--- config.mk ---
export PLATFORM = sky130hd
export DESIGN_NAME = axis_reg_slice
export DESIGN_NICKNAME = d
export VERILOG_FILES = /design/src/hdl/axis_reg_slice.sv
export SDC_FILE = /design/constraint.sdc
export NUM_CORES = 1
export LEC_CHECK = 0
export ABC_AREA = 1
export BUFFER_PORTS_ARGS = -buffer_cell sky130_fd_sc_hd__buf_4
export CAP_MARGIN = 15
export CORE_MARGIN = 2
export CORE_UTILIZATION = 30
export CTS_CLUSTER_SIZE = 10
export DETAILED_ROUTE_END_ITERATION = 8
export HOLD_SLACK_MARGIN = 0.08
export SETUP_SLACK_MARGIN = 0.15
export SLEW_MARGIN = 30
export SYNTH_ARGS = -nofsm -noshare
export SYNTH_HDL_FRONTEND = slang
export SYNTH_SLANG_ARGS = --single-unit
--- constraint.sdc ---
create_clock -name clk -period 3.8 [get_ports clk]
set_input_delay 0.76 -clock clk [delete_from_list [all_inputs] [get_ports clk]]
set_output_delay 0.76 -clock clk [all_outputs]
set_load 0.01 [all_outputs]
--- src/hdl/axis_reg_slice.sv ---
/*
 * Valid/ready register slice with a skid entry, full throughput.
 * The payload type is set per instance through payload_t.
 */
`timescale 1ns/1ps
`default_nettype none

module axis_reg_slice #(
    parameter type payload_t = logic [31:0]
) (
    input  wire           clk,
    input  wire           sync_reset,
    input  wire           s_valid_i,
    input  wire payload_t s_data_i,
    input  wire           m_ready_i,
    output logic          s_ready_o,
    output logic          m_valid_o,
    output payload_t      m_data_o
);

    payload_t skid_data_q;
    logic     skid_valid_q;
    logic     take_in;
    logic     out_free;
    logic     skid_next;

    assign take_in  = s_valid_i & s_ready_o;
    assign out_free = m_ready_i | ~m_valid_o;

    // skid fills only when the output register is stalled
    always_comb begin
        skid_next = skid_valid_q;
        if (out_free) begin
            skid_next = 1'b0;
        end else if (take_in) begin
            skid_next = 1'b1;
        end
    end

    always_ff @(posedge clk or posedge sync_reset) begin
        if (sync_reset) begin
            m_valid_o    <= 1'b0;
            skid_valid_q <= 1'b0;
            s_ready_o    <= 1'b0;
        end else begin
            if (out_free) begin
                m_valid_o <= skid_valid_q | take_in;
            end
            skid_valid_q <= skid_next;
            s_ready_o    <= ~skid_next;
        end
    end

    always_ff @(posedge clk) begin
        if (out_free) begin
            m_data_o <= skid_valid_q ? skid_data_q : s_data_i;
        end
        if (take_in && !out_free) begin
            skid_data_q <= s_data_i;
        end
    end

    a_hold_when_stalled: assert property (@(posedge clk) disable iff (sync_reset)
        m_valid_o && !m_ready_i |=> m_valid_o && $stable(m_data_o));

endmodule

`default_nettype wire

Word-level counts from Yosys, hierarchy flattened
Index checks and enable logic that the tools add are counted.

cells by class
  muxes and demuxes = 3
  reduce and logical (&&, ||, !) cells = 2
  bitwise operators = 5

operators with widths
  kind               number
  32-bit 2-to-1 mux  1
  1-bit 2-to-1 mux   2
  1-bit NOT          2
  1-bit bitwise OR   2
  1-bit bitwise AND  1
  1-bit logical AND  1
  1-bit logical NOT  1

word-level totals
  output and inout bits = 34
  word-level logic and storage cells = 15
  flip-flop bits (word level) = 67
  input bits = 36

Depth between registers and ports, before layout
  depth in word-level cells = 4
  mapped depth = 5
  depth with buffers taken out = 4

Worst setup path after synthesis
Ideal clock, no wire load.

  path kind = input port to flip-flop
  start point = in m_ready_i
  end point = reg skid_data_q[0] (netlist bit), enable pin
  stages = 3
  path slack = 0.354 ns
  arrival = 3.026 ns
  required time = 3.379 ns
  cell sequence = inv_1 > nand2_1 > nor2_1

on the way
  cells in the longest elaborated chain, start to end = 3

ends and longest elaborated chain
  element                 line  source
  start: declaration      15    input wire m_ready_i,
  1-bit bitwise OR        28    assign out_free = m_ready_i | ~m_valid_o;
  named net out_free      24    logic out_free;
  1-bit logical NOT       58    if (take_in && !out_free) begin
  1-bit logical AND       58
  end signal: assignment  59    skid_data_q <= s_data_i;
  end: declaration        21    payload_t skid_data_q;

The timed path passes the listed nets, and every way through them passes these cells.
A chain may end at the register's enable or synchronous reset.

Worst setup path after layout
  start point = reg m_data_o[5] (netlist bit)
  end point = out m_data_o[5] (netlist bit)

RTL lines
  element                   line  source
  start: declaration        18    output payload_t m_data_o
  start signal: assignment  56    m_data_o <= skid_valid_q ? skid_data_q : s_data_i;

No word-level cell between the ends.

==> metrics.csv <==
metric,value,unit
status,completed,
gp_congestion,0.629,
drt-initial-drc-count,52,
regArea,2000,um^2
ios,70,
required,3.04,ns
syn_nets,217,
die_x,95.5,um
place.port_buffers,69,
postCtsSetupBuffers,0,
fin_crit,1.64,ns
initial_core_util,30.7,%
slew_viol_final,0,
grt-ovfl-total,0,
final_cells,365,
fillers,812,
synth_area,2510,um^2
post-place-ws,1.65,ns
peakVddDrop,0.169,mV
timing.rr.end,skid_data_q[21],
clockBufferDepth,2,
final_cell_mix,"90 x nand2_1, 70 x buf_4, 64 x edfxtp_1, 10 x nand2_2, 9 x clkbuf_8",
dp_cells,349,
cp_top_family,flip-flops,
cp-end-kind,primary output,
wl,4.54,mm
tns,0,ns
synth.avg_cell_area,13.9,um^2
htree_levels,3,
crit_path_cell_trace,buf_4,
rows,33,
layout.nets,292,
synth_cell_types,12,
worst_pin_slew,0.649,ns
cpMaxStageDelayCell,edfxtp_1,
wl_per_cell,12.4,um
drc,0,
multi_input_area,422,um^2
rsz0062_at_grt,no,
firstDrtPassIters,4,
p_leak,1.41,nW
cts_tree,built,
fin_hold_ws,0.305,ns
rrSetupSlack,2.31,ns
via_count,1457,
synth_cells,181,
min_path_type,input pin to asynchronous set/reset pin,
cts-hold-fix-buffers,0,
antenna_left,0,
crit_buf_inv,1,
maxCapViolations,0,
cts_resized,0,
grt_pass1_vias,1427,
grt_pass1_wl,6.96,mm
clock_latency,0.33,ns
antenna_found_initial,0,
startpoint_type,flip-flop,
design_area,3330,um^2
synth-seq-cells,67,
cp_data_arrival_time,0.88,ns
dieArea,9120,um^2
clock-sinks,67,
finClkSkew,0.00674,ns
area_growth,32.4,%
cts.clk_slew.worst_paths,0.06,ns
die_y,95.5,um
cts_buffers,9,
place_area,3100,um^2
r2r-start,s_ready_o,
antenna_cells,0,
slew_headroom,56.7,%
core-area,8180,um^2
fmax,0.608,GHz
grt_max_degree,36,
drive_gt1_share,36.5,%
yosysSeqAreaShare,79.5,%
period_share,43.3,%
r2r_cells,3,
power.density,525,nW/um^2
dp_hpwl,2.89,mm
root_buffer,clkbuf_8,
vias_per_cell,3.99,
cp_max_fo,1,
yosysWarnings,0,
layout_commonest_cell,nand2_1,
worst_slack,2.16,ns
slowest_delay,0.40,ns
grt_usage,10.6,%
finalSetupViolCount,0,
critical_path_class,flip-flop to primary output,
finalHoldViolations,0,
totalPowerFinal,1.75,mW
fin_util,40.7,%
## registers in the layout (all words and copies together) (netlist names)
signal,cells
skid_valid_q,1
s_ready_o,1
m_data_o,32
m_valid_o,1
skid_data_q,32
## Yosys cell counts
| library cell | instances | area, um^2 |
|---|---|---|
| nand2_1 | 91 | 342 |
| inv_8 | 1 | 11.3 |
| nand3_1 | 1 | 5.00 |
| buf_12 | 1 | 20.0 |
| a21oi_1 | 1 | 5.00 |
| buf_6 | 4 | 45.0 |
| edfxtp_1 | 64 | 1920 |
| inv_1 | 3 | 11.3 |
| nand2_2 | 9 | 56.3 |
| nor2_1 | 1 | 3.75 |
| dfrtp_1 | 3 | 75.1 |
| buf_4 | 2 | 15.0 |
## metal layers
layer / vias up / wire length (um) / GRT usage (%)
met4: 0 / 98 / 7.50
met2: 40 / 2180 / 15.8
met5: - / 0 / 0
met3: 9 / 294 / 3.24
met1: 656 / 1970 / 13.1
li1: 752 / - / -
## cell families after synthesis
family | after synthesis | synth area share [%]
buffers and inverters | 11 | 4.09
AND/OR/NAND/NOR | 102 | 16.2
AO/OA/AOI/OAI | 1 | 0.199
flip-flops | 67 | 79.5
## area by class of cell
cell class	instances	share of cell area, %
clock buffer	12	4.06
clock inverter	3	1.92
inverter	4	0.677
multi-input combinational	103	12.7
sequential	67	60.1
tap	105	3.95
timing repair buffer	71	16.6
## how the worst max path moves through the flow
| stage | slack (ns) | start | depth (start not counted) | endpoint |
|---|---|---|---|---|
| final | 2.16 | m_data_o[5] | 1 | m_data_o[5] |
| after global routing | 2.10 | m_data_o[21] | 1 | m_data_o[21] |
| after CTS | 2.01 | s_valid_i | 3 | skid_data_q[22] |
| after detailed placement | 1.65 | s_valid_i | 3 | skid_data_q[16] |
| after global placement | 1.70 | s_valid_i | 3 | skid_data_q[8] |
| after floorplan | 0.35 | m_ready_i | 3 | skid_data_q[0] |
## report_power, final
group | switching, mW | internal, mW | leakage [nW]
clock | 0.242 | 0.365 | 0.0981
sequential | 0.0297 | 0.894 | 0.652
combinational | 0.111 | 0.104 | 0.665
(Power assumes the default switching activity.)
