$ cat src/hdl/chan_pkg.sv
/*
 * Shared sizes, timing constants and beat structs for the channelizer shell.
 * Modules pull these in with a wildcard import in their header.
 */
`default_nettype none

package chan_pkg;

    // sample and bin geometry
    localparam int SAMPLE_W   = 16;
    localparam int BIN_W      = 11;
    localparam int MAX_BINS   = 2048;
    localparam int FFT_SIZE_W = 12;
    localparam int NFFT_W     = 5;
    localparam int NFFT_MIN   = 3;
    localparam int NFFT_MAX   = 11;
    localparam int PAYLOAD_W  = 16;

    // select mask, 32 bins per word
    localparam int SEL_WORD_W = 32;
    localparam int SEL_WORDS  = 64;
    localparam int SEL_PTR_W  = 6;

    // internal reset hold lengths
    localparam int HOLD_W          = 5;
    localparam int HOLD_CYCLES     = 8;
    localparam int POR_HOLD_CYCLES = 16;

    localparam logic [NFFT_W-1:0] NFFT_DEFAULT = 5'd3;

    // real in the upper half, imaginary in the lower half
    typedef struct packed {
        logic [SAMPLE_W-1:0] re;
        logic [SAMPLE_W-1:0] im;
    } sample_t;

    typedef struct packed {
        sample_t          sample;
        logic [BIN_W-1:0] bin;
        logic             frame_last;
    } idx_beat_t;

    typedef struct packed {
        sample_t          sample;
        logic [BIN_W-1:0] bin;
        logic             eob;
    } chan_beat_t;

endpackage

`default_nettype wire

$ cat src/hdl/hold_timer.sv
/*
 * Down-counter timing the internal block reset hold.
 * Reloads on load_i and reports done once it has counted out.
 */
`timescale 1ns/1ps
`default_nettype none

module hold_timer import chan_pkg::*; (
    input  wire              clk,
    input  wire              sync_reset,
    input  wire              load_i,
    input  wire [HOLD_W-1:0] len_i,
    output logic             done_o
);

    logic [HOLD_W-1:0] cnt_q;

    always_ff @(posedge clk or posedge sync_reset) begin
        if (sync_reset) begin
            cnt_q <= '0;
        end else if (load_i) begin
            cnt_q <= len_i;
        end else if (cnt_q != '0) begin
            cnt_q <= cnt_q - 1'b1;
        end
    end

    assign done_o = (cnt_q == '0);

    a_load_restarts: assert property (@(posedge clk) disable iff (sync_reset)
        load_i && (len_i != '0) |=> !done_o);

endmodule

`default_nettype wire

$ cat config.mk
export PLATFORM = sky130hd
export DESIGN_NAME = hold_timer
export DESIGN_NICKNAME = d
export VERILOG_FILES = /design/src/hdl/chan_pkg.sv /design/src/hdl/hold_timer.sv
export SDC_FILE = /design/constraint.sdc
export NUM_CORES = 1
export LEC_CHECK = 0
export BUFFER_PORTS_ARGS = -buffer_cell sky130_fd_sc_hd__buf_2
export CAP_MARGIN = 10
export CORE_AREA = 8 8 45 47
export DETAILED_ROUTE_END_ITERATION = 6
export DIE_AREA = 0 0 53 55
export HOLD_SLACK_MARGIN = 0.08
export PLACE_DENSITY = 0.45
export SLEW_MARGIN = 10
export SYNTH_ARGS = -nofsm -noshare
export SYNTH_HDL_FRONTEND = slang
export SYNTH_SLANG_ARGS = --single-unit
$ cat constraint.sdc
create_clock -name clk -period 1.85 [get_ports clk]
set_input_delay 0 -clock clk [delete_from_list [all_inputs] [get_ports clk]]
set_output_delay 0 -clock clk [all_outputs]
set_load 0.01 [all_outputs]
# Yosys cells after proc, flatten, opt, wreduce, memory -nomap -nowiden

Index checks and enable logic that the tools add are counted.
Widths: inputs -> output; s select.

Bits in writable memories: 0
Latch bits: 0
Flip-flop bits (word level): 5
Memory bits (read-only): 0
Memories kept: 0
Word-level logic and storage cells: 7

Multiplexer cells: 2
$add $sub $neg: 1
Reduce and logical (&&, ||, !) cells: 3
Bitwise gates (word level): 0
Divide/modulo/power cells: 0
Equal/unequal tests: 0
Shifts and indexed selects: 0
Magnitude comparators: 0
Multiply operators: 0

Operators by type and width:

| cell                | count |
|---|---|
| $mux 5              | 2 |
| $logic_not 5->1     | 1 |
| $reduce_bool 5->1   | 1 |
| $sub 5x1->5 const B | 1 |
| $reduce_bool 2->1   | 1 |

# Depth between registers and ports, before layout

Word-level depth: 3
Depth in mapped cells: 5
Depth with buffers taken out: 5

# Worst setup path before layout

Ideal clock, no wire load.

Path kind: register -> register
Start point: register cnt_q[0]
End point: register cnt_q[1]
Path slack: 0.296 ns
Clock period less this slack: 1.554 ns
Data arrival time: 1.479 ns
Buffers on the path: 0
Cell stages (with the launch flop): 6
Cells stage by stage: dfrtp_1 -> inv_1 -> ha_1 -> nor4b_4 -> mux2_2 -> o21ai_2

Longest elaborated chain between the ends: 3

RTL lines:

| item                   | line             | RTL |
|---|---|---|
| from (decl)            | hold_timer.sv:16 | `logic [HOLD_W-1:0] cnt_q;` |
| from (signal assigned) | hold_timer.sv:22 | `cnt_q <= len_i;` |
| from (signal assigned) | hold_timer.sv:24 | `cnt_q <= cnt_q - 1'b1;` |
| $sub 5x1->5            | hold_timer.sv:24 |  |
| $mux 5                 | hold_timer.sv:23 | `end else if (cnt_q != '0) begin` |
| $mux 5                 | hold_timer.sv:21 | `end else if (load_i) begin` |

Several ways; a longest one is shown, not always the timed one. The select of a mux whose other input is x is not followed.
A chain may end at the register's enable or synchronous reset.

# Final worst setup path

Start point: register cnt_q[0]
End point: output done_o

Longest elaborated chain between the ends: 1

RTL lines:

| item            | line             | RTL |
|---|---|---|
| $logic_not 5->1 | hold_timer.sv:28 | `assign done_o = (cnt_q == '0);` |
| to (decl)       | hold_timer.sv:13 | `output logic done_o` |

Every way passes these cells.

==> metrics.md <==
| Metric | Value |
|---|---|
| Drt wl/cell | 10.98 um |
| Switching power | 0.1141 mW |
| Max reg flops | 5 |
| Number of core rows | 14 |
| Worst setup EP type | primary output |
| Gate power share | 0.287 |
| Setup_tns | 0 ns |
| Vias | 257 |
| M1 WL | 297 um |
| P_leak | 0.2064 nW |
| Met2 WL | 343 um |
| Initial Utilization | 0.2043 |
| Critical Path, Cell by Cell | inv_1 > ha_1 > nor4b_4 > buf_4 > buf_2 |
| First-pass GRT wire length | 1097 um |
| Mapped Nets | 37 |
| Tmin final | 1.494 ns |
| Clock Tree Buf Depth | 2 |
| Outcome | finished clean |
| DR WL met3 | 34 um |
| DRT antenna net count | 0 |
| Leading area contributor after synthesis | dfrtp_1 |
| Clock power share | 0.324 |
| Inst Count DP | 52 |
| Non-Filler Instances | 64 |
| Tot GR Track Use | 0.06144 |
| Hold crit path type | input port to async pin |
| Fraction of layout cells with a size suffix above 1 | 0.3125 |
| Net Sw Frac | 0.2918 |
| Max Fclk | 0.6692 GHz |
| Leading cell types in the layout, fill and taps excluded | 8 x dlygate4sd3_1, 8 x buf_2, 5 x nand2_1, 5 x dfrtp_1 |
| Internal | 0.2770 mW |
| Synth warn | 0 |
| Die Height | 55 um |
| Skew-Pair Late Insertion Delay | 0.24 ns |
| Core area | 1384 um2 |
| Placement Setup Slack | 0.3606 ns |
| CP max stage delay | 0.37 ns |
| Num CTS Buffers | 3 |
| Final setup margin | 0.3557 ns |
| Buffer count from post-CTS setup fixing | 0 |
| RSZ-0062 raised after global routing | no |
| Clock transition at path regs | 0.04 ns |
| Worst vdd ir | 0.0002597 V |
| Actual slew at the worst max-slew pin | 0.2413 ns |
| WP data arrival | 1.49 ns |
| Top flop regs | cnt_q (5) |
| DR iter-0 viols | 6 |
| Mapped Area | 282.8 um2 |
| CP max FO | 4 |
| Drt drc | 0 |
| Die W | 53 um |
| P&R area growth vs syn | 60.18% |
| Setup-failing EPs final | 0 |
| WP data required | 1.85 ns |
| Global route overflow | 0 |
| CTS Sinks | 5 |
| Yosys top cell area share | 0.4425 |
| Relative slew slack | 0.8377 |
| Worst Hold Slack | 0.2070 ns |
| Initial antenna violation count | 0 |
| Reg power frac | 0.390 |
| Max-slew violations | 0 |
| Vias in the first global route | 248 |
| Die area | 2915 um2 |
| Clock skew | 0.001141 ns |
| Area contributors post-synth | dfrtp_1 44%, xnor2_1 9.3%, nor4b_4 8.4%, nand2_1 6.6%, o31ai_1 5.3% |
| NumNets Final | 58 |
| Max layer used | met4 |
| Cell variety after synth | 14 |
| Power density over cell area | 863.4 nW/um2 |
| Depth of the most critical reg-to-reg path | 5 |
| CP max-delay cell | dfrtp_1 |
| Startpoint types | flop |
| Fin. Hold Viols | 0 |
| Tcrit/Tclk final | 0.8077 |
| Mapped Avg Cell Area | 10.10 um2 |
| Vias per cell | 4.016 |
| Inserted Diodes | 0 |
| CTS tree | done |
| Pin count of the biggest net entering global routing | 11 |
| I/O Pins | 9 |
| Routability cong. | 0.6115 |
| Maxcap violations | 0 |
| Post-Route WL | 703 um |
| Post-CTS Resized | 0 |
| Seq/Total Area, Yosys | 0.4425 |
| Fin area | 452.9 um2 |
| Cells after synthesis | 28 |
| FF+latch count, synth | 5 |
| Max H-tree Level | 1 |
| Placed inst area | 346.6 um2 |
| Detailed Routing Iterations Pass 1 | 4 |
| Kind of critical path | flop to primary output |
| Clock root buffer | clkbuf_4 |
| # port buffers | 8 |
| Largest Register | cnt_q |
## final timing paths
path	startpoint	end	slack, ns
worst max-delay path	cnt_q[0]$_DFFE_PP0P_	done_o	0.36
worst min-delay path	sync_reset	cnt_q[0]$_DFFE_PP0P_	0.21
worst max register to register	cnt_q[0]$_DFFE_PP0P_	cnt_q[1]$_DFFE_PP0P_	0.36
worst min register to register	cnt_q[4]$_DFFE_PP0P_	cnt_q[4]$_DFFE_PP0P_	0.61
max in group asynchronous	sync_reset	cnt_q[1]$_DFFE_PP0P_	1.47
min in group clk	len_i[4]	cnt_q[4]$_DFFE_PP0P_	0.50
## worst max-delay path: cells and delay by family (launching register included)
kind	cells	cell delay (ns)
AND/OR/NAND/NOR	1	0.25
buffers and inverters	3	0.41
adder cells (fa/ha/maj)	1	0.23
flip-flops	1	0.37
## synth_stat cells, drive strengths merged
| cell type | n |
|---|---|
| nand2 | 5 |
| dfrtp | 5 |
| nand2b | 1 |
| xnor2 | 3 |
| nor4b | 1 |
| ha | 1 |
| clkbuf | 1 |
| o31ai | 2 |
| o21ai | 4 |
| mux2 | 1 |
| nor3 | 1 |
| inv | 3 |
## layout make-up
cell class | count | area, um2
fillers | 149 | 930.9
multi-input cells | 19 | 142.6
repair buffers | 17 | 127.6
flip-flops and latches | 5 | 125.1
clock buffers | 4 | 26.28
well taps | 16 | 20.02
inverters | 3 | 11.26
## per-layer routing
metal	up-vias	global-route usage
met2	5	0.08398
li1	133	-
met5	-	0
met3	2	0.03476
met4	0	0.1034
met1	117	0.04916
## power by group through the flow
stage,Sequential (mW),Clock [mW],Combinational [mW]
finish,0.152,0.127,0.112
global route,0.154,0.144,0.125
CTS,0.153,0.135,0.115
detailed placement,0.155,0,0.0999
global placement,0.152,0,0.101
floorplan,0.149,0,0.0767
## through the flow
step / power (mW) / util
final: 0.3911 / 0.3273
after global routing: 0.4232 / 0.3273
after CTS: 0.4019 / 0.3273
after detailed placement: 0.2546 / 0.2505
after global placement: 0.2537 / 0.2505
after floorplan: 0.2252 / -
## what timing repair did
item,in CTS,in global routing
endpoints found under the hold margin,10,0
endpoints found under the setup margin,0,0
hold buffers,8,0
## cell families after synthesis
kind of cell               after synthesis  synth area share
AOI/OAI and AO/OA                        6            0.1371
xor gates and xnor gates                 3           0.09294
adders and majority gates                1           0.04424
buffers and inverters                    4           0.05308
DFF                                      5            0.4425
muxes                                    1           0.03982
and+or+nand+nor                          8            0.1903
Note: power is estimated with default switching activity, not from simulation.
