### config.mk
export PLATFORM = sky130hd
export DESIGN_NAME = bin_indexer
export DESIGN_NICKNAME = d
export VERILOG_FILES = /design/src/hdl/chan_pkg.sv /design/src/hdl/bin_indexer.sv
export SDC_FILE = /design/constraint.sdc
export NUM_CORES = 1
export LEC_CHECK = 0
export BUFFER_PORTS_ARGS = -buffer_cell sky130_fd_sc_hd__buf_2
export CAP_MARGIN = 20
export CORE_ASPECT_RATIO = 1.75
export CORE_MARGIN = 2
export CORE_UTILIZATION = 51
export DETAILED_ROUTE_END_ITERATION = 8
export PLACE_DENSITY = 0.84
export SKIP_CTS_REPAIR_TIMING = 1
export SYNTH_ARGS = -nofsm -noshare
export SYNTH_HDL_FRONTEND = slang
export SYNTH_SLANG_ARGS = --single-unit
### constraint.sdc
create_clock -name clk -period 7.3 [get_ports clk]
set_clock_uncertainty 0.2 [all_clocks]
set_input_delay 0.73 -clock clk [delete_from_list [all_inputs] [get_ports clk]]
set_output_delay 0.73 -clock clk [all_outputs]
set_load 0.01 [all_outputs]
### src/hdl/chan_pkg.sv
/*
 * Shared sizes, timing constants and beat structs for the channelizer shell.
 * Modules pull these in with a wildcard import in their header.
 */
`default_nettype none

package chan_pkg;

    // sample and bin geometry
    localparam int SAMPLE_W   = 16;
    localparam int BIN_W      = 11;
    localparam int MAX_BINS   = 2048;
    localparam int FFT_SIZE_W = 12;
    localparam int NFFT_W     = 5;
    localparam int NFFT_MIN   = 3;
    localparam int NFFT_MAX   = 11;
    localparam int PAYLOAD_W  = 16;

    // select mask, 32 bins per word
    localparam int SEL_WORD_W = 32;
    localparam int SEL_WORDS  = 64;
    localparam int SEL_PTR_W  = 6;

    // internal reset hold lengths
    localparam int HOLD_W          = 5;
    localparam int HOLD_CYCLES     = 8;
    localparam int POR_HOLD_CYCLES = 16;

    localparam logic [NFFT_W-1:0] NFFT_DEFAULT = 5'd3;

    // real in the upper half, imaginary in the lower half
    typedef struct packed {
        logic [SAMPLE_W-1:0] re;
        logic [SAMPLE_W-1:0] im;
    } sample_t;

    typedef struct packed {
        sample_t          sample;
        logic [BIN_W-1:0] bin;
        logic             frame_last;
    } idx_beat_t;

    typedef struct packed {
        sample_t          sample;
        logic [BIN_W-1:0] bin;
        logic             eob;
    } chan_beat_t;

endpackage

`default_nettype wire

### src/hdl/bin_indexer.sv
/*
 * Bin commutator. Each accepted sample is registered together with its bin
 * index, which wraps at fft_size, and a flag on the last bin of the frame.
 */
`timescale 1ns/1ps
`default_nettype none

module bin_indexer import chan_pkg::*; (
    input  wire                  clk,
    input  wire                  sync_reset,
    input  wire [FFT_SIZE_W-1:0] fft_size_i,
    input  wire                  s_valid_i,
    input  wire sample_t         s_data_i,
    input  wire                  m_ready_i,
    output logic                 s_ready_o,
    output logic                 m_valid_o,
    output idx_beat_t            m_data_o
);

    logic [BIN_W-1:0] bin_q;
    logic [BIN_W-1:0] last_bin;
    logic             at_last;
    logic             take;

    assign last_bin  = BIN_W'(fft_size_i - 1'b1);
    assign at_last   = (bin_q == last_bin);
    assign s_ready_o = m_ready_i | ~m_valid_o;
    assign take      = s_valid_i & s_ready_o;

    always_ff @(posedge clk or posedge sync_reset) begin
        if (sync_reset) begin
            m_valid_o <= 1'b0;
            bin_q     <= '0;
        end else begin
            if (s_ready_o) begin
                m_valid_o <= s_valid_i;
            end
            if (take) begin
                bin_q <= at_last ? '0 : bin_q + 1'b1;
            end
        end
    end

    always_ff @(posedge clk) begin
        if (take) begin
            m_data_o <= '{sample: s_data_i, bin: bin_q, frame_last: at_last};
        end
    end

endmodule

`default_nettype wire

# Yosys cells after proc, flatten, opt, wreduce, memory -nomap -nowiden
# Index checks and enable logic that the tools add are counted.
[totals] wordCells=13 reg_bits=56 input_bits=48
[op_classes] n_bitwise=3 n_eq_ne=1 mux=1 addsub=2
[ops] cell="11-bit by 1-bit adder with 11-bit output (second input constant)" count=1
[ops] cell="11-bit equality test" count=1
[ops] cell="11-bit 2-to-1 mux" count=1
[ops] cell="11-bit by 1-bit subtractor with 11-bit output (second input constant)" count=1
[ops] cell="1-bit AND" count=1
[ops] cell="1-bit NOT" count=1
[ops] cell="1-bit bitwise OR" count=1

# Depth between registers and ports, before layout
[depth] word_depth=3 depth_mapped=9 depth_no_buf=8

# Worst setup path after synthesis
# Ideal clock, no wire load.
[synth_path] path_type="input port to flip-flop" from="input m_ready_i" to="register bin_q[5]" path_slack_ps=3826 setup_ps=211 path_stages=7 arrival_time_ps=3063 cell_sequence="nand2b_1 > nand2_1 > inv_1 > clkbuf_1 > nand4_1 > xor2_1 > a21oi_1"
[synth_via] elab_chain_len=2
[synth_rtl] item="start: declaration" line="bin_indexer.sv:14" source="input wire m_ready_i,"
[synth_rtl] item="1-bit bitwise OR" line="bin_indexer.sv:27" source="assign s_ready_o = m_ready_i | ~m_valid_o;"
[synth_rtl] item="1-bit AND" line="bin_indexer.sv:28" source="assign take = s_valid_i & s_ready_o;"
[synth_rtl] item="net take" line="bin_indexer.sv:23" source="logic take;"
[synth_rtl] item="end signal: assignment" line="bin_indexer.sv:39" source="bin_q <= at_last ? '0 : bin_q + 1'b1;"
[synth_rtl] item="end: declaration" line="bin_indexer.sv:20" source="logic [BIN_W-1:0] bin_q;"
# The timed path passes the listed nets, and every way through them passes these cells.
# A chain may end at the register's enable or synchronous reset.

# Final worst setup path
[layout_path] from="input fft_size_i[0]" to="register bin_q[7]"
[layout_via] elab_chain_len=3
[layout_rtl] item="start: declaration" line="bin_indexer.sv:11" source="input wire [FFT_SIZE_W-1:0] fft_size_i,"
[layout_rtl] item="11-bit by 1-bit subtractor with 11-bit output" line="bin_indexer.sv:25" source="assign last_bin = BIN_W'(fft_size_i - 1'b1);"
[layout_rtl] item="11-bit equality test" line="bin_indexer.sv:26" source="assign at_last = (bin_q == last_bin);"
[layout_rtl] item="11-bit 2-to-1 mux" line="bin_indexer.sv:39"
# Every way passes these cells.

==> results_dict.tcl <==
set metrics [dict create \
    fmax_mhz 340 \
    ys_ff_latch 56 \
    clockRootBuffer "clkbuf_8" \
    drt-wirelength-per-cell_microns 15.4 \
    total_power_mw 0.732 \
    crit_type "in -> reg" \
    ys_seq_area_frac 0.701 \
    busiest_layer "met2" \
    clkTransAtPathRegs_ns 0.09 \
    clock-sinks 56 \
    utilization 0.664 \
    r2r-start "m_valid_o" \
    final_cells 303 \
    path_buf_inv 2 \
    dieArea_sq_um 5110 \
    worst_pin_slew_ns 1.01 \
    clock_latency_ns 0.30 \
    yosys.area_share.simple 0.115 \
    worst_slack_ns 4.36 \
    synthXorXnorAreaFrac 0.0881 \
    placedCellCount 295 \
    synth_edf_count 44 \
    place_area_sq_um 2820 \
    synth-adder-area-share 0.0108 \
    syn_to_final_growth_pct 26.3 \
    dieWidth_microns 54.9 \
    grt_pass1_wl_mm 7.00 \
    synthesis.instances 156 \
    viasPerCell 5.33 \
    die_y_microns 93.1 \
    dp_hpwl_mm 3.55 \
    synthTopCellsByArea "edfxtp_1 (57%), dfrtp_1 (13%), xnor2_1 (3.4%), xor2_1 (3.4%), a21oi_1 (2.4%)" \
    slowest_stage "nor3b_1" \
    synthFlopType "edfxtp_1" \
    path_delay_family "simple AND/OR/NAND/NOR gates" \
    dr.pass1.iters 4 \
    grt_pass1_vias 1521 \
    drtAntennaViolNets 0 \
    finalHoldViolations 0 \
    rsz0062_at_grt "no" \
    reg2reg_to "bin_q[9]" \
    yosysMostFrequentCell "edfxtp_1" \
    drt_iter0_drc 30 \
    hold_class "in -> async" \
    cts_tree "yes" \
    slew_violations 0 \
    async_reset_ff_frac 0.214 \
    clockBufferDepth 2 \
    io_pins 94 \
    p_leak_nw 1.23 \
    crit_fanout 10 \
    yosys_warnings 0 \
    slew_headroom 0.328 \
    synthTopCellsByCount "edfxtp_1 (44), dfrtp_1 (12), a21oi_1 (11)" \
    drive_gt1_frac 0.417 \
    status "finished, final reports clean" \
    dpl_worst_slack_ns 4.02 \
    cts_inserted_buffers 5 \
    tns_ns 0 \
    period_share 0.403 \
    synth_top_family_by_area "simple AND/OR/NAND/NOR gates" \
    antenna_found_initial 0 \
    final-setup-viol-count 0 \
    use_met3 0.0399 \
    synthMuxAreaShare 0 \
    grt_max_degree 56 \
    cp-end-kind "flip-flop" \
    rows 32 \
    routed_wl_mm 4.66 \
    ys_types 38 \
    drv_cap 0 \
    grt_usage 0.194 \
    synth_compound_area_frac 0.0659 \
    r2r_slack_ns 4.75 \
    period_minus_slack_ns 2.94 \
    place_congestion 0.752 \
    critical_path.cell_chain "buf_2 -> inv_1 -> ha_1 -> nor3b_1 -> a31oi_1 -> nand4bb_1 -> a211oi_2 -> and2_1 -> a21oi_1" \
    nets 301 \
    netlist.area_leader.share 0.571 \
    n_antenna_cell 0 \
    drc 0 \
    yosysTopAreaCell "edfxtp_1" \
    fill_cells 342 \
    grt-ovfl-total 0 \
    fin_hold_ws_ns 0.216 \
    ctsHtreeMaxLevel 2 \
    start_util 0.526 \
    design_area_sq_um 2920 \
    netlist_area_sq_um 2310 \
    cp-start-kind "input pin" \
    portBuffers 92 \
    r2r_cells 7 \
    vias 1615 \
    power-per-cell-area_nw_per_um2 250 \
    ir_drop_uv 173 \
    grt.met2_usage 0.341 \
    worst_ep_required_time_ns 7.23 \
    avgSynthCellArea_sq_um 14.8 \
    crit_path_max_incr_delay_ns 0.56 \
    syn_nets 206 \
    use_met1 0.209 \
    crit_start "fft_size_i[0]" \
    core_sq_um 4400 \
    crit_arrival_ns 2.87 \
]
## registers in the layout, indices dropped and copies added (netlist names)
name,count
bin_q,11
m_data_o,44
m_valid_o,1
## area by class of cell
class,instances,area [sq um],share of cell area
multi-input cells,90,648,0.222
repair buffers,92,460,0.157
inverters,6,22.5,0.00770
clock inverters,2,35.0,0.0120
well taps,51,63.8,0.0218
clock buffers,6,72.6,0.0248
flip-flops and latches,56,1620,0.555
## layout by cell type, fill, tap and decap left out, types with 2 or more instances in the layout
cell and count:
nand4_1 6, a211o_1 2, nor3_1 2, nand3_1 4
and2_1 2, ha_1 2, clkbuf_8 5, a21oi_1 11
nand2_1 7, and3_1 2, nand2b_1 4, nor2_1 6
nor3b_1 2, nor4_1 2, edfxtp_1 44, buf_2 92
inv_1 5, or3_1 2, nand4bb_1 2, xor2_1 9
dfrtp_1 12, xnor2_1 9
## kinds of logic (layout without fill, tap and decap cells)
| logic type | after synthesis | in the layout |
|---|---|---|
| and+or+nand+nor | 45 | 45 |
| DFF | 56 | 56 |
| adders and majority gates | 2 | 2 |
| buffers and inverters | 10 | 106 |
| xor gates and xnor gates | 20 | 20 |
| AOI/OAI and AO/OA | 23 | 23 |
## how the worst max path moves through the flow
stage | to | cells after the start | slack, ns
finish | bin_q[7] | 9 | 4.36
global placement | bin_q[8] | 9 | 4.12
floorplan | bin_q[5] | 7 | 3.83
detailed placement | bin_q[9] | 9 | 4.02
global route | bin_q[4] | 9 | 4.14
CTS | bin_q[7] | 9 | 4.34
## worst reg2reg max path, stage by stage (launching register included)
cell,delay [ns]
dfrtp_1,0.39
nand2b_1,0.13
nand2_1,0.18
inv_2,0.78
nand3_1,0.26
nor3_1,0.27
xnor2_1,0.14
a21oi_1,0.06
## layer usage
| metal | vias up | part of all wire |
|---|---|---|
| li1 | 776 | - |
| met1 | 742 | 0.37 |
| met2 | 90 | 0.50 |
| met3 | 7 | 0.11 |
| met4 | 0 | 0.024 |
| met5 | - | 0 |
## report_power, final
part / total (mW) / leakage, nW / switching, mW / internal, mW
Clock: 0.193 / 0.0552 / 0.0909 / 0.102
Sequential: 0.418 / 0.566 / 0.0348 / 0.383
Combinational: 0.121 / 0.607 / 0.0621 / 0.0585
Power figures use the tool's default switching activity.
