`config.mk`:
```
export PLATFORM = sky130hd
export DESIGN_NAME = chan_config_fsm
export DESIGN_NICKNAME = d
export VERILOG_FILES = /design/src/hdl/chan_pkg.sv /design/src/hdl/chan_config_fsm.sv
export SDC_FILE = /design/constraint.sdc
export NUM_CORES = 1
export LEC_CHECK = 0
export ABC_AREA = 0
export BUFFER_PORTS_ARGS = -buffer_cell sky130_fd_sc_hd__buf_2
export CORE_ASPECT_RATIO = 1.4
export CORE_UTILIZATION = 42
export CTS_CLUSTER_SIZE = 12
export DETAILED_ROUTE_END_ITERATION = 10
export GPL_TIMING_DRIVEN = 0
export PLACE_DENSITY = 0.7
export SLEW_MARGIN = 20
export SYNTH_ARGS = -nofsm -noshare
export SYNTH_HDL_FRONTEND = slang
export SYNTH_SLANG_ARGS = --single-unit
export TNS_END_PERCENT = 30
```
`constraint.sdc`:
```
create_clock -name clk -period 2.6 [get_ports clk]
set_input_delay 0.52 -clock clk [delete_from_list [all_inputs] [get_ports clk]]
set_output_delay 0.52 -clock clk [all_outputs]
set_load 0.05 [all_outputs]
```
`src/hdl/chan_pkg.sv`:
```
/*
 * Shared sizes, timing constants and beat structs for the channelizer shell.
 * Modules pull these in with a wildcard import in their header.
 */
`default_nettype none

package chan_pkg;

    // sample and bin geometry
    localparam int SAMPLE_W   = 16;
    localparam int BIN_W      = 11;
    localparam int MAX_BINS   = 2048;
    localparam int FFT_SIZE_W = 12;
    localparam int NFFT_W     = 5;
    localparam int NFFT_MIN   = 3;
    localparam int NFFT_MAX   = 11;
    localparam int PAYLOAD_W  = 16;

    // select mask, 32 bins per word
    localparam int SEL_WORD_W = 32;
    localparam int SEL_WORDS  = 64;
    localparam int SEL_PTR_W  = 6;

    // internal reset hold lengths
    localparam int HOLD_W          = 5;
    localparam int HOLD_CYCLES     = 8;
    localparam int POR_HOLD_CYCLES = 16;

    localparam logic [NFFT_W-1:0] NFFT_DEFAULT = 5'd3;

    // real in the upper half, imaginary in the lower half
    typedef struct packed {
        logic [SAMPLE_W-1:0] re;
        logic [SAMPLE_W-1:0] im;
    } sample_t;

    typedef struct packed {
        sample_t          sample;
        logic [BIN_W-1:0] bin;
        logic             frame_last;
    } idx_beat_t;

    typedef struct packed {
        sample_t          sample;
        logic [BIN_W-1:0] bin;
        logic             eob;
    } chan_beat_t;

endpackage

`default_nettype wire

```
`src/hdl/chan_config_fsm.sv`:
```
/*
 * Configuration sequencer. Holds the data path in block reset after power-up
 * or after a change of FFT size or payload length, then issues one FFT
 * configuration strobe carrying the log2 size.
 */
`timescale 1ns/1ps
`default_nettype none

module chan_config_fsm import chan_pkg::*; (
    input  wire                   clk,
    input  wire                   sync_reset,
    input  wire  [FFT_SIZE_W-1:0] fft_size_i,
    input  wire  [PAYLOAD_W-1:0]  payload_length_i,
    input  wire                   hold_done_i,
    output logic                  hold_load_o,
    output logic [HOLD_W-1:0]     hold_len_o,
    output logic                  block_reset_o,
    output logic [FFT_SIZE_W-1:0] fft_size_o,
    output logic [PAYLOAD_W-1:0]  payload_length_o,
    output logic                  cfg_valid_o,
    output logic [NFFT_W-1:0]     cfg_nfft_o
);

    typedef enum logic [1:0] {S_HOLD, S_CONFIG, S_RUN} state_t;

    state_t                state_q;
    logic                  por_q;
    logic [FFT_SIZE_W-1:0] fft_size_q;
    logic [NFFT_W-1:0]     nfft;
    logic                  change;

    // supported powers of two map to log2, anything else to the default
    function automatic logic [NFFT_W-1:0] nfft_of(input logic [FFT_SIZE_W-1:0] size);
        logic [NFFT_W-1:0] code;
        code = NFFT_DEFAULT;
        for (int k = NFFT_MIN; k <= NFFT_MAX; k++) begin
            if (size == (FFT_SIZE_W'(1) << k)) begin
                code = NFFT_W'(k);
            end
        end
        return code;
    endfunction

    // a zero size is ignored
    assign change = ((fft_size_i != '0) && (fft_size_i != fft_size_q)) ||
                    (payload_length_i != payload_length_o);

    assign hold_load_o = por_q | change;
    assign hold_len_o  = por_q ? HOLD_W'(POR_HOLD_CYCLES) : HOLD_W'(HOLD_CYCLES);
    assign nfft        = nfft_of(fft_size_q);
    assign fft_size_o  = FFT_SIZE_W'(1) << nfft;

    always_ff @(posedge clk or posedge sync_reset) begin
        if (sync_reset) begin
            state_q          <= S_HOLD;
            por_q            <= 1'b1;
            block_reset_o    <= 1'b1;
            cfg_valid_o      <= 1'b0;
            cfg_nfft_o       <= NFFT_DEFAULT;
            fft_size_q       <= FFT_SIZE_W'(1) << NFFT_DEFAULT;
            payload_length_o <= '0;
        end else begin
            por_q       <= 1'b0;
            cfg_valid_o <= 1'b0;
            if (hold_load_o) begin
                state_q          <= S_HOLD;
                block_reset_o    <= 1'b1;
                payload_length_o <= payload_length_i;
                if (fft_size_i != '0) begin
                    fft_size_q <= fft_size_i;
                end
            end else begin
                case (state_q)
                    S_HOLD: begin
                        if (hold_done_i) begin
                            block_reset_o <= 1'b0;
                            state_q       <= S_CONFIG;
                        end
                    end
                    S_CONFIG: begin
                        cfg_valid_o <= 1'b1;
                        cfg_nfft_o  <= nfft;
                        state_q     <= S_RUN;
                    end
                    default: begin
                        state_q <= S_RUN;
                    end
                endcase
            end
        end
    end

    a_cfg_outside_reset: assert property (@(posedge clk) disable iff (sync_reset)
        !(cfg_valid_o && block_reset_o));

endmodule

`default_nettype wire

```
Word level (Yosys, flattened, before mapping)
Cells that the tools add are included.
{"block": "totals", "regBits": 38, "latchBits": 0, "mem_bits_rw": 0, "romBits": 0, "inputBits": 31, "out_inout_bits": 41, "n_memories": 0}
{"block": "op_classes", "addsub": 0, "mul": 0, "n_div": 0, "n_lt_le_gt_ge": 0, "eq_ne": 12, "shift": 1, "muxes": 17, "bitwise": 2, "reduce_logical": 9}
{"operator": "$mux W5", "count": 8}
{"operator": "$ne A16 B16 Y1", "count": 1}
{"operator": "$eq A12 B10 Y1 const B", "count": 1}
{"operator": "$eq A12 B11 Y1 const B", "count": 1}
{"operator": "$eq A12 B12 Y1 const B", "count": 1}
{"operator": "$eq A12 B5 Y1 const B", "count": 1}
{"operator": "$eq A12 B6 Y1 const B", "count": 1}
{"operator": "$eq A12 B7 Y1 const B", "count": 1}
{"operator": "$eq A12 B8 Y1 const B", "count": 1}
{"operator": "$eq A12 B9 Y1 const B", "count": 1}
{"operator": "$ne A12 B12 Y1", "count": 1}
{"operator": "$reduce_bool A12 Y1", "count": 1}
{"operator": "$shl A1 B5 Y12 const A", "count": 1}
{"operator": "$mux W2", "count": 3}
{"operator": "$reduce_and A2 Y1", "count": 3}
{"operator": "$mux W1", "count": 5}
{"operator": "$reduce_bool A2 Y1", "count": 2}
{"operator": "$mux W3", "count": 1}
{"operator": "$ne A3 B3 Y1 const B", "count": 1}
{"operator": "$eq A2 B1 Y1 const B", "count": 1}
{"operator": "$logic_not A2 Y1", "count": 1}
{"operator": "$logic_and A1 B1 Y1", "count": 1}
{"operator": "$logic_or A1 B1 Y1", "count": 1}
{"operator": "$not A1 Y1", "count": 1}
{"operator": "$or A1 B1 Y1", "count": 1}

Logic depth before layout (Yosys ltp)
{"block": "depth", "depth_word": 10, "depth_mapped": 7, "ltp_nobuf": 5}

Worst setup path before layout
Ideal clock, no wire load.
{"block": "synth_path", "path_type": "register to output", "from": "reg fft_size_q[10]", "to": "out fft_size_o[7]", "arrival_ps": 2695, "path_slack_ps": -615, "stages_incl_launch_ff": 5, "n_path_buf": 1, "path_cell_list": "dfrtp_1 -> clkbuf_1 -> nor3_1 -> nand3b_1 -> nor4b_1"}
{"block": "synth_between", "elab_chain_cells": 10}
{"item": "start: declaration", "line_no": "chan_config_fsm.sv:28", "text": "logic [FFT_SIZE_W-1:0] fft_size_q;"}
{"item": "start signal: assignment", "line_no": "chan_config_fsm.sv:60", "text": "fft_size_q <= FFT_SIZE_W'(1) << NFFT_DEFAULT;"}
{"item": "start signal: assignment", "line_no": "chan_config_fsm.sv:70", "text": "fft_size_q <= fft_size_i;"}
{"item": "$eq A12 B5 Y1", "line_no": "chan_config_fsm.sv:37", "text": "if (size == (FFT_SIZE_W'(1) << k)) begin"}
{"item": "$mux W3", "line_no": "chan_config_fsm.sv:37"}
{"item": "$mux W5 (6 in series)", "line_no": "chan_config_fsm.sv:37"}
{"item": "$mux W5 (*)", "line_no": "chan_config_fsm.sv:37"}
{"item": "$shl A1 B5 Y12 (*)", "line_no": "chan_config_fsm.sv:51", "text": "assign fft_size_o = FFT_SIZE_W'(1) << nfft;"}
{"item": "end: declaration", "line_no": "chan_config_fsm.sv:18", "text": "output logic [FFT_SIZE_W-1:0] fft_size_o,"}
Mark *: on every way between the ends. The rest lies on a longest branch, timed or not.

Final worst setup path
{"block": "layout_path", "from": "reg fft_size_q[7]", "to": "out hold_load_o"}
{"block": "layout_between", "elab_chain_cells": 4}
{"item": "$ne A12 B12 Y1", "line_no": "chan_config_fsm.sv:45", "text": "assign change = ((fft_size_i != '0) && (fft_size_i != fft_size_q)) ||"}
{"item": "$logic_and A1 B1 Y1", "line_no": "chan_config_fsm.sv:45"}
{"item": "$logic_or A1 B1 Y1", "line_no": "chan_config_fsm.sv:45"}
{"item": "$or A1 B1 Y1", "line_no": "chan_config_fsm.sv:48", "text": "assign hold_load_o = por_q | change;"}
{"item": "end: declaration", "line_no": "chan_config_fsm.sv:15", "text": "output logic hold_load_o,"}
No other way between the ends.

==> run summary <==
Nets = 292
Critical path's slowest cell = o31a_1
CP required = 2.08 ns
Slew HR = 49.1%
Top routing layer in use = met4
Share of cells above drive strength 1 = 44.7%
Outcome = finished clean
CTS tree = yes
Final critical-path setup slack = 0.0687 ns
Metal2 WL = 1.84 mm
Reg2reg end = fft_size_q[10]
Io pins = 72
Die footprint = 0.00514 sq mm
Power Density = 489 mW/mm^2
Layout fillers = 433
Floorplan row count = 29
Critical Path Source Type = flip-flop
Ys async rst share = 100%
Clock Skew = 0.00660 ns
Vias/cell = 4.67
Post-route ant nets = 0
Worst slew pin tran = 0.763 ns
Latest clock arrival within the worst-skew pair = 0.28 ns
Core Region = 0.00461 sq mm
Crit end category = primary output
Max_cap viols = 0
Synth Cell Area = 0.00204 sq mm
CP cell instances = clkbuf_1 > xnor2_1 > nand4_1 > o31a_1 > nor3_2 > inv_1 > buf_2
Ys Warns = 0
Total Neg Setup Slack = 0 ns
Sequential area share after synthesis = 45.8%
Synth Flop Type = dfrtp_1
Clk root buf = clkbuf_8
CP Data Arrival Time = 2.01 ns
F_max = 0.395 GHz
Max VDD drop = 412 uV
Reg2Reg Depth = 7
# setup viols final = 0
Vias = 1514
EDFF count, synth = 0
Largest net degree at the start of global routing = 38
Antenna violations before repair = 0
Remaining DRCs = 0
Met3 WL = 212 microns
Total Wirelength = 3.75 mm
Flop-to-flop setup slack = 0.36 ns
Vias in the first global route = 1446
Total iterations of the first detailed-routing run = 4
Hold Crit Class = in -> async
Die Height = 84.4 microns
Crit path largest cell delay = 0.35 ns
Reg clk slew, reported paths = 0.07 ns
Drt wl/cell = 11.6 microns
Top-area cell type share of the netlist area = 39.3%
WHS = 0.374 ns
Clock buffer depth = 2
Antenna Cells = 0
Mean post-synth cell area = 11.1 sq um
Iteration-0 DRC Markers = 49
Post-synthesis cell count = 184
Final Max Tran Viols = 0
First-pass GRT wire length = 6.23 mm
Max FO, Critical Path = 7
Congestion Overflow GR = 0
Top cell type by total area after synthesis = dfrtp_1
I/O Buffers = 64
Synth cell types = 37
P&R area growth vs syn = 27.3%
#FFs+latches synth = 37
Leak = 1.20 nW
Most common library cell in the layout ignoring fill and taps = buf_2
Kind of critical path = reg -> out
Unrepaired setup endpoints after global routing = yes
CTS buffer count = 5
GRT Util Overall = 16.1%
Commonest non-fill, non-tap cells in the layout = 64 x buf_2, 32 x dfrtp_1, 19 x clkbuf_1
Period utilization = 97.4%
Clock sinks = 37
Min cycle time layout = 2.53 ns
Fin. Hold Viols = 0
Top cells by area, synth = dfrtp_1 39%, xor2_1 7.3%, mux2_4 6.6%
Reg2reg start = fft_size_q[7]
RePlAce Congestion = 0.779
HPWL Detailed = 2.90 mm
Pre-CTS setup slack = 0.00752 ns
H-Tree Depth = 2
M1 WL = 1.65 mm
Starting Density = 44.2%
Die X = 60.9 microns
## layout make-up
type	instances	area, sq um	area share, %
plain buffers	31	185	7.14
clock buffers	8	90.1	3.47
inverters	6	22.5	0.869
multi-input cells	116	962	37.1
flip-flops and latches	37	932	36.0
well taps	62	77.6	2.99
repair buffers	64	323	12.5
## cell usage after synthesis, types with 2 or more instances
library cell  count
nand4_1           3
dfrtp_1          32
xor2_1           17
nor4_1           13
clkbuf_1         18
mux2_4            9
nor3_1            3
inv_1             6
dfstp_2           5
nand3_1           4
mux2_1            2
buf_4             8
o21ai_0           2
nor2_1            8
xnor2_1          13
xnor2_2           2
a21oi_1           6
nand2_1           5
nand2b_1          3
mux2_2            4
buf_6             5
## routing by layer
metal / vias up / track usage [%]
met4: 0 / 5.58
met3: 4 / 3.39
met1: 698 / 20.1
met2: 56 / 26.9
met5: - / 0
li1: 756 / -
## critical path: cells and delay by family (launching register included)
family,cells,cell delay (ns)
and+or+nand+nor,2,0.32
buffers and inverters,3,0.57
xor gates and xnor gates,1,0.17
DFF,1,0.33
AOI/OAI and AO/OA,1,0.35
## flip-flops by register name, summed over array words and instances, names as in the netlist
name / flops
payload_length_o: 16
fft_size_q: 12
cfg_nfft_o: 4
state_q: 2
block_reset_o: 1
cfg_valid_o: 1
por_q: 1
## repair_timing
item	in CTS	in global routing
pin swaps	0	1
hold buffers	0	0
setup buffers	0	0
resized for setup	4	3
setup endpoints to repair	8	7
hold endpoints to repair	0	0
## through the flow
stage	utilization (%)	total power, W	instance area [sq um]	cells
CTS	56.0	0.00129	2580	325
finish	56.3	0.00127	2590	324
global placement	53.5	0.000874	2470	317
floorplan	-	0.000811	2070	191
detailed placement	53.5	0.000878	2470	317
global route	56.3	0.00132	2590	324
## report_power, final
group          internal (W)  switching (W)
Sequential         0.000600      0.0000191
Clock              0.000216       0.000182
Combinational     0.0000942       0.000156
## worst max-delay path by stage
stage | start | end | depth (start not counted)
after global routing | fft_size_q[7] | hold_load_o | 7
after CTS | fft_size_q[2] | fft_size_o[8] | 4
after global placement | payload_length_i[11] | hold_load_o | 7
after floorplan | fft_size_q[2] | fft_size_o[8] | 3
after detailed placement | payload_length_i[11] | hold_load_o | 7
final | fft_size_q[7] | hold_load_o | 7
## kinds of logic (layout without fill, tap and decap cells)
logic type / Yosys count / after routing / synth area share (%)
xor gates and xnor gates: 32 / 32 / 14.5
DFF: 37 / 37 / 45.8
other: 1 / 8 / 0.184
buffers and inverters: 38 / 109 / 10.4
AOI/OAI and AO/OA: 13 / 13 / 4.79
and+or+nand+nor: 48 / 48 / 14.4
muxes: 15 / 15 / 9.95
Power figures use the tool's default switching activity.
