### src/hdl/chan_pkg.sv
/*
 * Shared sizes, timing constants and beat structs for the channelizer shell.
 * Modules pull these in with a wildcard import in their header.
 */
`default_nettype none

package chan_pkg;

    // sample and bin geometry
    localparam int SAMPLE_W   = 16;
    localparam int BIN_W      = 11;
    localparam int MAX_BINS   = 2048;
    localparam int FFT_SIZE_W = 12;
    localparam int NFFT_W     = 5;
    localparam int NFFT_MIN   = 3;
    localparam int NFFT_MAX   = 11;
    localparam int PAYLOAD_W  = 16;

    // select mask, 32 bins per word
    localparam int SEL_WORD_W = 32;
    localparam int SEL_WORDS  = 64;
    localparam int SEL_PTR_W  = 6;

    // internal reset hold lengths
    localparam int HOLD_W          = 5;
    localparam int HOLD_CYCLES     = 8;
    localparam int POR_HOLD_CYCLES = 16;

    localparam logic [NFFT_W-1:0] NFFT_DEFAULT = 5'd3;

    // real in the upper half, imaginary in the lower half
    typedef struct packed {
        logic [SAMPLE_W-1:0] re;
        logic [SAMPLE_W-1:0] im;
    } sample_t;

    typedef struct packed {
        sample_t          sample;
        logic [BIN_W-1:0] bin;
        logic             frame_last;
    } idx_beat_t;

    typedef struct packed {
        sample_t          sample;
        logic [BIN_W-1:0] bin;
        logic             eob;
    } chan_beat_t;

endpackage

`default_nettype wire

### src/hdl/frame_counter.sv
/*
 * Output framing. Counts transferred beats and flags tlast every
 * payload_length beats; a length of zero frames every beat.
 */
`timescale 1ns/1ps
`default_nettype none

module frame_counter import chan_pkg::*; (
    input  wire                 clk,
    input  wire                 sync_reset,
    input  wire [PAYLOAD_W-1:0] payload_length_i,
    input  wire                 s_valid_i,
    input  wire chan_beat_t     s_data_i,
    input  wire                 m_ready_i,
    output logic                s_ready_o,
    output logic                m_valid_o,
    output chan_beat_t          m_data_o,
    output logic                m_last_o
);

    logic [PAYLOAD_W-1:0] cnt_q;
    logic [PAYLOAD_W-1:0] limit;
    logic                 at_limit;

    assign limit    = (payload_length_i == '0) ? '0 : payload_length_i - 1'b1;
    assign at_limit = (cnt_q == limit);

    assign s_ready_o = m_ready_i;
    assign m_valid_o = s_valid_i;
    assign m_data_o  = s_data_i;
    assign m_last_o  = s_valid_i & at_limit;

    always_ff @(posedge clk or posedge sync_reset) begin
        if (sync_reset) begin
            cnt_q <= '0;
        end else if (m_valid_o && m_ready_i) begin
            cnt_q <= at_limit ? '0 : cnt_q + 1'b1;
        end
    end

endmodule

`default_nettype wire

### config.mk
export PLATFORM = sky130hd
export DESIGN_NAME = frame_counter
export DESIGN_NICKNAME = d
export VERILOG_FILES = /design/src/hdl/chan_pkg.sv /design/src/hdl/frame_counter.sv
export SDC_FILE = /design/constraint.sdc
export NUM_CORES = 1
export LEC_CHECK = 0
export BUFFER_PORTS_ARGS = -buffer_cell sky130_fd_sc_hd__buf_2
export CAP_MARGIN = 20
export CORE_MARGIN = 5
export CORE_UTILIZATION = 45
export CTS_CLUSTER_DIAMETER = 50
export DETAILED_ROUTE_END_ITERATION = 8
export MAX_ROUTING_LAYER = met4
export PLACE_DENSITY = 0.87
export SYNTH_ARGS = -nofsm -noshare
export SYNTH_HDL_FRONTEND = slang
export SYNTH_SLANG_ARGS = --single-unit
### constraint.sdc
create_clock -name clk -period 3.55 [get_ports clk]
set_input_delay 0.355 -clock clk [delete_from_list [all_inputs] [get_ports clk]]
set_output_delay 0.355 -clock clk [all_outputs]
set_load 0.02 [all_outputs]
# Yosys cells after proc, flatten, opt, wreduce, memory -nomap -nowiden
# Index checks and enable logic that the tools add are counted.
# classes
muxes	2
add_sub_neg	2
eq_ne	1
n_reduce_logical	2
bitwise	1
# op_table
cell	count
$mux 16	2
$add 16x1->16 const B	1
$eq 16x16->1	1
$logic_not 16->1	1
$sub 16x1->16 const B	1
$and 1x1->1	1
$logic_and 1x1->1	1
# word_totals
word_cells	9
input_bits	64
out_inout_bits	47
reg_bits	16

# Depth between registers and ports, before layout
# Gate-level depths: netlist of the first run.
# depth
ltp_word	4
depth_mapped	11
mapped_depth_nobuf	9

# Worst setup path after synthesis of the first run
# OpenSTA, ideal clock, no wires.
# synth_timing
kind	input to output
startpoint	input port payload_length_i[4]
endpoint	output port m_last_o
t_required_ps	3195
cell_stages	9
n_path_buf	2
arrival_ps	2941
slack_ps	254
cell_sequence	buf_6 -> or4_1 -> buf_2 -> nor4_1 -> mux2i_1 -> o22ai_1 -> a311o_1 -> nor4_4 -> and2_1
# synth_via
elab_chain_cells	4
elab_cells_between_ends	5
classes_between	1 x add/sub; 1 x eq/ne; 1 x mux; 1 x bitwise; 1 x reduce/logical
# synth_lines
element	line	text
from (decl)	frame_counter.sv:11	input wire [PAYLOAD_W-1:0] payload_length_i,
$sub 16x1->16 or $logic_not 16->1 (tied branches)	frame_counter.sv:25	assign limit = (payload_length_i == '0) ? '0 : payload_length_i - 1'b1;
$mux 16 *	frame_counter.sv:25	
$eq 16x16->1 *	frame_counter.sv:26	assign at_limit = (cnt_q == limit);
$and 1x1->1 *	frame_counter.sv:31	assign m_last_o = s_valid_i & at_limit;
to (decl)	frame_counter.sv:18	output logic m_last_o
# Every way passes the cells marked *; elsewhere a longest branch is shown, timed or not.

# Worst setup path in the final report of the first run
# layout_timing
startpoint	input port payload_length_i[0]
endpoint	output port m_last_o
# The elaborated chain is that of the path after synthesis.

==> results of run 1 <==
## worst paths after layout
path,start,endpoint,slack [ns],depth (start not counted)
setup / recovery,payload_length_i[0],m_last_o,0.16,11
hold / removal,sync_reset,cnt_q[2],0.15,2
setup reg to reg,cnt_q[14],cnt_q[5],1.09,7
hold reg to reg,cnt_q[7],cnt_q[7],0.63,2
max in group asynchronous,sync_reset,cnt_q[1],3.01,2
min in group clk,cnt_q[7],cnt_q[7],0.63,2
## logic make-up (layout without fill, tap and decap cells)
| logic type | count (synthesis) | in the layout |
|---|---|---|
| AOI/OAI and AO/OA | 45 | 45 |
| xor gates and xnor gates | 25 | 25 |
| adders and majority gates | 2 | 2 |
| buffers and inverters | 63 | 38 |
| DFF | 16 | 16 |
| muxes | 6 | 6 |
| and+or+nand+nor | 88 | 88 |
## area by class of cell
| class | count | area (µm²) |
|---|---|---|
| tap | 52 | 65.1 |
| clock buffer | 4 | 55.1 |
| timing repair buffer | 28 | 155 |
| multi-input combinational | 166 | 1120 |
| fill | 436 | 2470 |
| sequential | 16 | 400 |
| inverter | 6 | 22.5 |
## placed cells by master (no fill, tap or decap), types with 2 or more instances in the layout
master and n:
a211o_1 2, a21oi_1 19, a22oi_1 2, and2_1 3
and3_1 4, buf_2 22, buf_4 6, clkbuf_8 4
dfrtp_1 16, ha_1 2, inv_1 6, mux2i_1 6
nand2_1 16, nand2b_1 3, nand3_1 6, nand4_1 7
nor2_1 11, nor2b_1 2, nor3_1 8, nor3b_1 2
nor4_1 8, nor4b_1 2, o21ai_0 5, o41ai_1 3
or2_2 2, or3_1 2, or4_1 7, xnor2_1 12
xor2_1 12
## worst register-to-register path, cell delays in order (launching register included)
cell	delay [ns]
dfrtp_1	0.46
or4_1	0.53
o211a_1	0.23
nor4b_1	0.32
o2111ai_1	0.21
nor4_4	0.20
buf_4	0.26
a21oi_1	0.10
## power by group through the flow
stage | registers [mW] | clock network, mW | logic [mW]
after floorplan | 0.213 | 0 | 0.177
after global placement | 0.227 | 0 | 0.126
after detailed placement | 0.228 | 0 | 0.132
after CTS | 0.225 | 0.162 | 0.132
after global routing | 0.230 | 0.170 | 0.151
final | 0.225 | 0.164 | 0.132
## metal layers
metal  routed length, µm  global-route usage, %
met1                1770                   19.2
met2                2050                   26.1
met3                 412                   2.51
met4                  94                   7.18
met5                   0                      -
## stage by stage
step,total power [mW],hold slack [ns],utilization [%]
floorplan,0.390,0.269,-
global placement,0.353,0.443,41.2
detailed placement,0.360,0.451,41.2
CTS,0.519,0.186,42.5
global route,0.550,0.224,42.5
finish,0.521,0.155,42.5
==> qor.yml, run 1 <==
worst_slew_pin_slew_ns: 0.701
largest_register_ffs: 16
final_area_mm2: 0.00182
switchingPower_mw: 0.165
cts_root_buf: "clkbuf_8"
io_pins: 111
synth_top_family_by_area: "simple AND/OR/NAND/NOR gates"
synth_top_area_share_pct: 20.5
synth_area_leader_cell: "dfrtp_1"
arrival_ns: 3.04
drtIter0Drc: 198
tritoncts: "done"
pwr-share-seq_pct: 43.2
setup_slack_ns: 0.156
synth.most_common_cell: "buf_4"
reg_top3: "cnt_q: 16 flops"
period_share_pct: 95.6
max_stage_delay_ns: 0.56
ctsHoldBuffers: 0
muxShareOfSynthArea_pct: 3.08
rsz0062_at_grt: "no"
synth_edf_count: 0
dr.pass1.iters: 5
leakage_nw: 0.725
syn_inst: 245
async_flop_share_pct: 100
top_register: "cnt_q"
dp_hpwl_mm: 3.28
synth_ff_type: "dfrtp_1"
endpoint_kind: "output pin"
vias: 1681
route.detailed.drc: 0
synth_warnings: 0
skew_ns: 0.000797
synthTopCellsByCount: "buf_4, a21oi_1, dfrtp_1, nand2_1"
tns_ns: 0
grt_pass1_wl_mm: 7.02
syn-num-nets: 311
ys_seq_elements: 16
cts_buffer_depth: 2
clock_sinks: 16
synth_area_mm2: 0.00195
swShare_pct: 31.7
grt_overflow: 0
post-place-ws_ns: 0.203
dieArea_mm2: 0.00575
drt.antenna.violating_nets: 0
cp_max_fo: 8
fp.coreArea_mm2: 0.00429
ys_seq_area_share_pct: 20.5
wl_per_cell_um: 15.9
worst_setup_path_start_kind: "input port"
syn_avg_cell_area_um2: 7.96
irDropWorstVdd_mv: 0.205
area_growth_pct: -6.54
min_period_ns: 3.39
grt_usage_pct: 16.0
crit_buf_inv: 3
start_util_pct: 45.4
stdcell_count: 272
synth.distinct_cells: 50
htree_levels: 1
hold_violations: 0
drive_above_1_share_pct: 16.8
routed_wl_mm: 4.33
clock_latency_ns: 0.25
gp_congestion: 0.984
crit_family: "compound AO/OA/AOI/OAI gates"
clkPwrFrac_pct: 31.4
cts_made_buffers: 3
rows: 24
antenna_found_initial: 0
pwr-share-comb_pct: 25.4
placed_area_mm2: 0.00177
relSlewSlack_pct: 53.2
status: "finished clean"
drv_slew: 0
grt_max_degree: 22
die_x_um: 75.8
synthSimpleGateAreaFrac_pct: 26.1
p_per_area_mw_per_mm2: 286
p_int_mw: 0.356
clkSlewWorstSetupHoldPaths_ns: 0.06
synth_adder_area_share_pct: 1.28
vias_per_cell: 6.18
synthXorXnorAreaFrac_pct: 11.9
fmax_mhz: 295
fin_nets: 287
critPathSlowestCell: "or3b_2"
synthTopCellsByArea: "dfrtp_1, buf_4, xnor2_1"
dp_cells: 268
maxCapViolCount: 0
hold_path.class: "input port to asynchronous set/reset pin"
post_cts_resized: 0
first_global_vias: 1561
setup_viol: 0
die_y_um: 75.8
cp_common_cell: "buf_2"
antenna_cells: 0
worstSetupPathType: "input port to output pin"
path_cells: "buf_2 -> inv_1 -> ha_1 -> or3b_2 -> o41a_1 -> a211oi_1 -> o22ai_1 -> a311o_1 -> nor4_4 -> and2_1 -> buf_2"
cts_setup_buffers: 0
io_buffers: 22
worstPathRequired_ns: 3.19
synth_compound_area_share_pct: 15.3
Power figures use the tool's default switching activity.
==> run 2, diff against run 1 <==
--- a/config.mk
+++ b/config.mk
@@ -8,11 +8,11 @@
 export BUFFER_PORTS_ARGS = -buffer_cell sky130_fd_sc_hd__buf_2
 export CAP_MARGIN = 20
 export CORE_MARGIN = 5
-export CORE_UTILIZATION = 45
+export CORE_UTILIZATION = 48
 export CTS_CLUSTER_DIAMETER = 50
 export DETAILED_ROUTE_END_ITERATION = 8
 export MAX_ROUTING_LAYER = met4
-export PLACE_DENSITY = 0.87
+export PLACE_DENSITY = 0.91
 export SYNTH_ARGS = -nofsm -noshare
 export SYNTH_HDL_FRONTEND = slang
 export SYNTH_SLANG_ARGS = --single-unit
==> constraint.sdc (replaced) <==
create_clock -name clk -period 4.11 [get_ports clk]
set_input_delay 0.411 -clock clk [delete_from_list [all_inputs] [get_ports clk]]
set_output_delay 0.411 -clock clk [all_outputs]
set_load 0.02 [all_outputs]
==> qor.yml, run 2 (same netlist as run 1, synthesis figures left out) <==
antenna_cells: 0
dr.pass1.iters: 4
pwr-share-comb_pct: 25.3
drv_slew: 0
wl_per_cell_um: 15.4
hold_violations: 0
grt_pass1_wl_mm: 7.14
ctsHoldBuffers: 0
cp-endpoint: "m_last_o"
clock_sinks: 16
relSlewSlack_pct: 54.7
tns_ns: 0
dp_hpwl_mm: 3.17
die_x_um: 73.7
grt_overflow: 0
arrival_ns: 3.11
period_share_pct: 85.6
first_global_vias: 1564
cts_buffer_depth: 2
antenna_found_initial: 0
tritoncts: "done"
leakage_nw: 0.716
pwr-share-seq_pct: 43.5
drt.antenna.violating_nets: 0
r2r_start: "cnt_q[14]"
cts_root_buf: "clkbuf_8"
irDropWorstVdd_mv: 0.211
area_growth_pct: -7.44
gp_congestion: 0.970
reg2reg_depth: 7
startpoint: "payload_length_i[0]"
die_y_um: 73.7
dieArea_mm2: 0.00544
clkPwrFrac_pct: 31.3
routed_wl_mm: 4.13
fillers: 385
grt_usage_pct: 16.5
worst_setup_path_start_kind: "input port"
largest_register_ffs: 16
skew_ns: 0.00154
switchingPower_mw: 0.143
fp.coreArea_mm2: 0.00397
worst_slew_pin_slew_ns: 0.679
fmax_mhz: 284
io_pins: 111
holdWs_ns: 0.222
cp_max_fo: 8
final_cell_mix: "buf_2, a21oi_1, nand2_1, dfrtp_1"
p_int_mw: 0.307
swShare_pct: 31.7
drtIter0Drc: 146
setup_viol: 0
stdcell_count: 268
rows: 23
io_buffers: 22
start_util_pct: 49.1
clock_latency_ns: 0.25
fin_nets: 285
drive_above_1_share_pct: 16.1
route.detailed.drc: 0
rsz0062_at_grt: "no"
r2r_slack_ns: 1.65
post_cts_resized: 0
min_period_ns: 3.52
utilization_pct: 45.5
clkSlewWorstSetupHoldPaths_ns: 0.06
top_register: "cnt_q"
hold_path.class: "input port to asynchronous set/reset pin"
r2r_end: "cnt_q[2]"
vias_per_cell: 5.99
endpoint_kind: "output pin"
status: "finished clean"
p_per_area_mw_per_mm2: 249
vias: 1606
maxCapViolCount: 0
dp_cells: 264
reg_top3: "cnt_q: 16 flops"
worstPathRequired_ns: 3.70
cts_made_buffers: 3
cts_setup_buffers: 0
worstSetupPathType: "input port to output pin"
grt_max_degree: 22
htree_levels: 1
final_common_cell: "buf_2"
[run 2: cell types whose count changed in the layout (fill, tap and decap cells not counted)]
cell   delta
buf_4     -2
[run 2: routing by layer]
layer  track usage (%)  up-vias  part of all wire (%)
met3              2.19       14                   8.2
li1                  -      790                     -
met1              21.8      722                    43
met2              25.9       80                    47
met4              5.63        0                   1.6
met5                 -        -                     0
[run 2: worst min-delay path by stage]
stage | slack (ns) | endpoint | cells after the start
2_1_floorplan | 0.32 | cnt_q[0] | 1
3_3_place_gp | 0.49 | cnt_q[0] | 2
3_5_place_dp | 0.51 | cnt_q[0] | 2
4_1_cts | 0.24 | cnt_q[0] | 2
5_1_grt | 0.29 | cnt_q[1] | 2
6_report | 0.22 | cnt_q[2] | 2
[run 2: final cells by class]
cell class                      count  area [µm²]  area share (%)
Multi-Input combinational cell    166        1120            62.3
Sequential cell                    16         400            22.2
Timing Repair Buffer               26         140            7.76
Tap cell                           50        62.6            3.47
Clock buffer                        4        55.1            3.05
Inverter                            6        22.5            1.25
[run 2: worst max-delay path: stages]
cell     delay [ns]
buf_2          0.13
inv_1          0.08
ha_1           0.19
or3b_2         0.55
nor4_1         0.38
mux2i_1        0.27
o22ai_1        0.10
a311o_1        0.37
nor4_4         0.31
and2_1         0.16
buf_2          0.16
[run 2: through the flow]
| stage | setup slack [ns] | power, mW | cell area, µm² |
|---|---|---|---|
| 2_1_floorplan | 0.702 | 0.337 | 1950 |
| 3_3_place_gp | 0.642 | 0.305 | 1750 |
| 3_5_place_dp | 0.593 | 0.310 | 1750 |
| 4_1_cts | 0.584 | 0.449 | 1810 |
| 5_1_grt | 0.367 | 0.476 | 1810 |
| 6_report | 0.594 | 0.450 | 1810 |
[run 2: power groups by stage]
stage / clock, mW / combinational, mW / sequential [mW]
6_report: 0.141 / 0.114 / 0.195
5_1_grt: 0.149 / 0.128 / 0.198
4_1_cts: 0.141 / 0.114 / 0.195
3_5_place_dp: 0 / 0.113 / 0.197
3_3_place_gp: 0 / 0.109 / 0.196
2_1_floorplan: 0 / 0.153 / 0.184
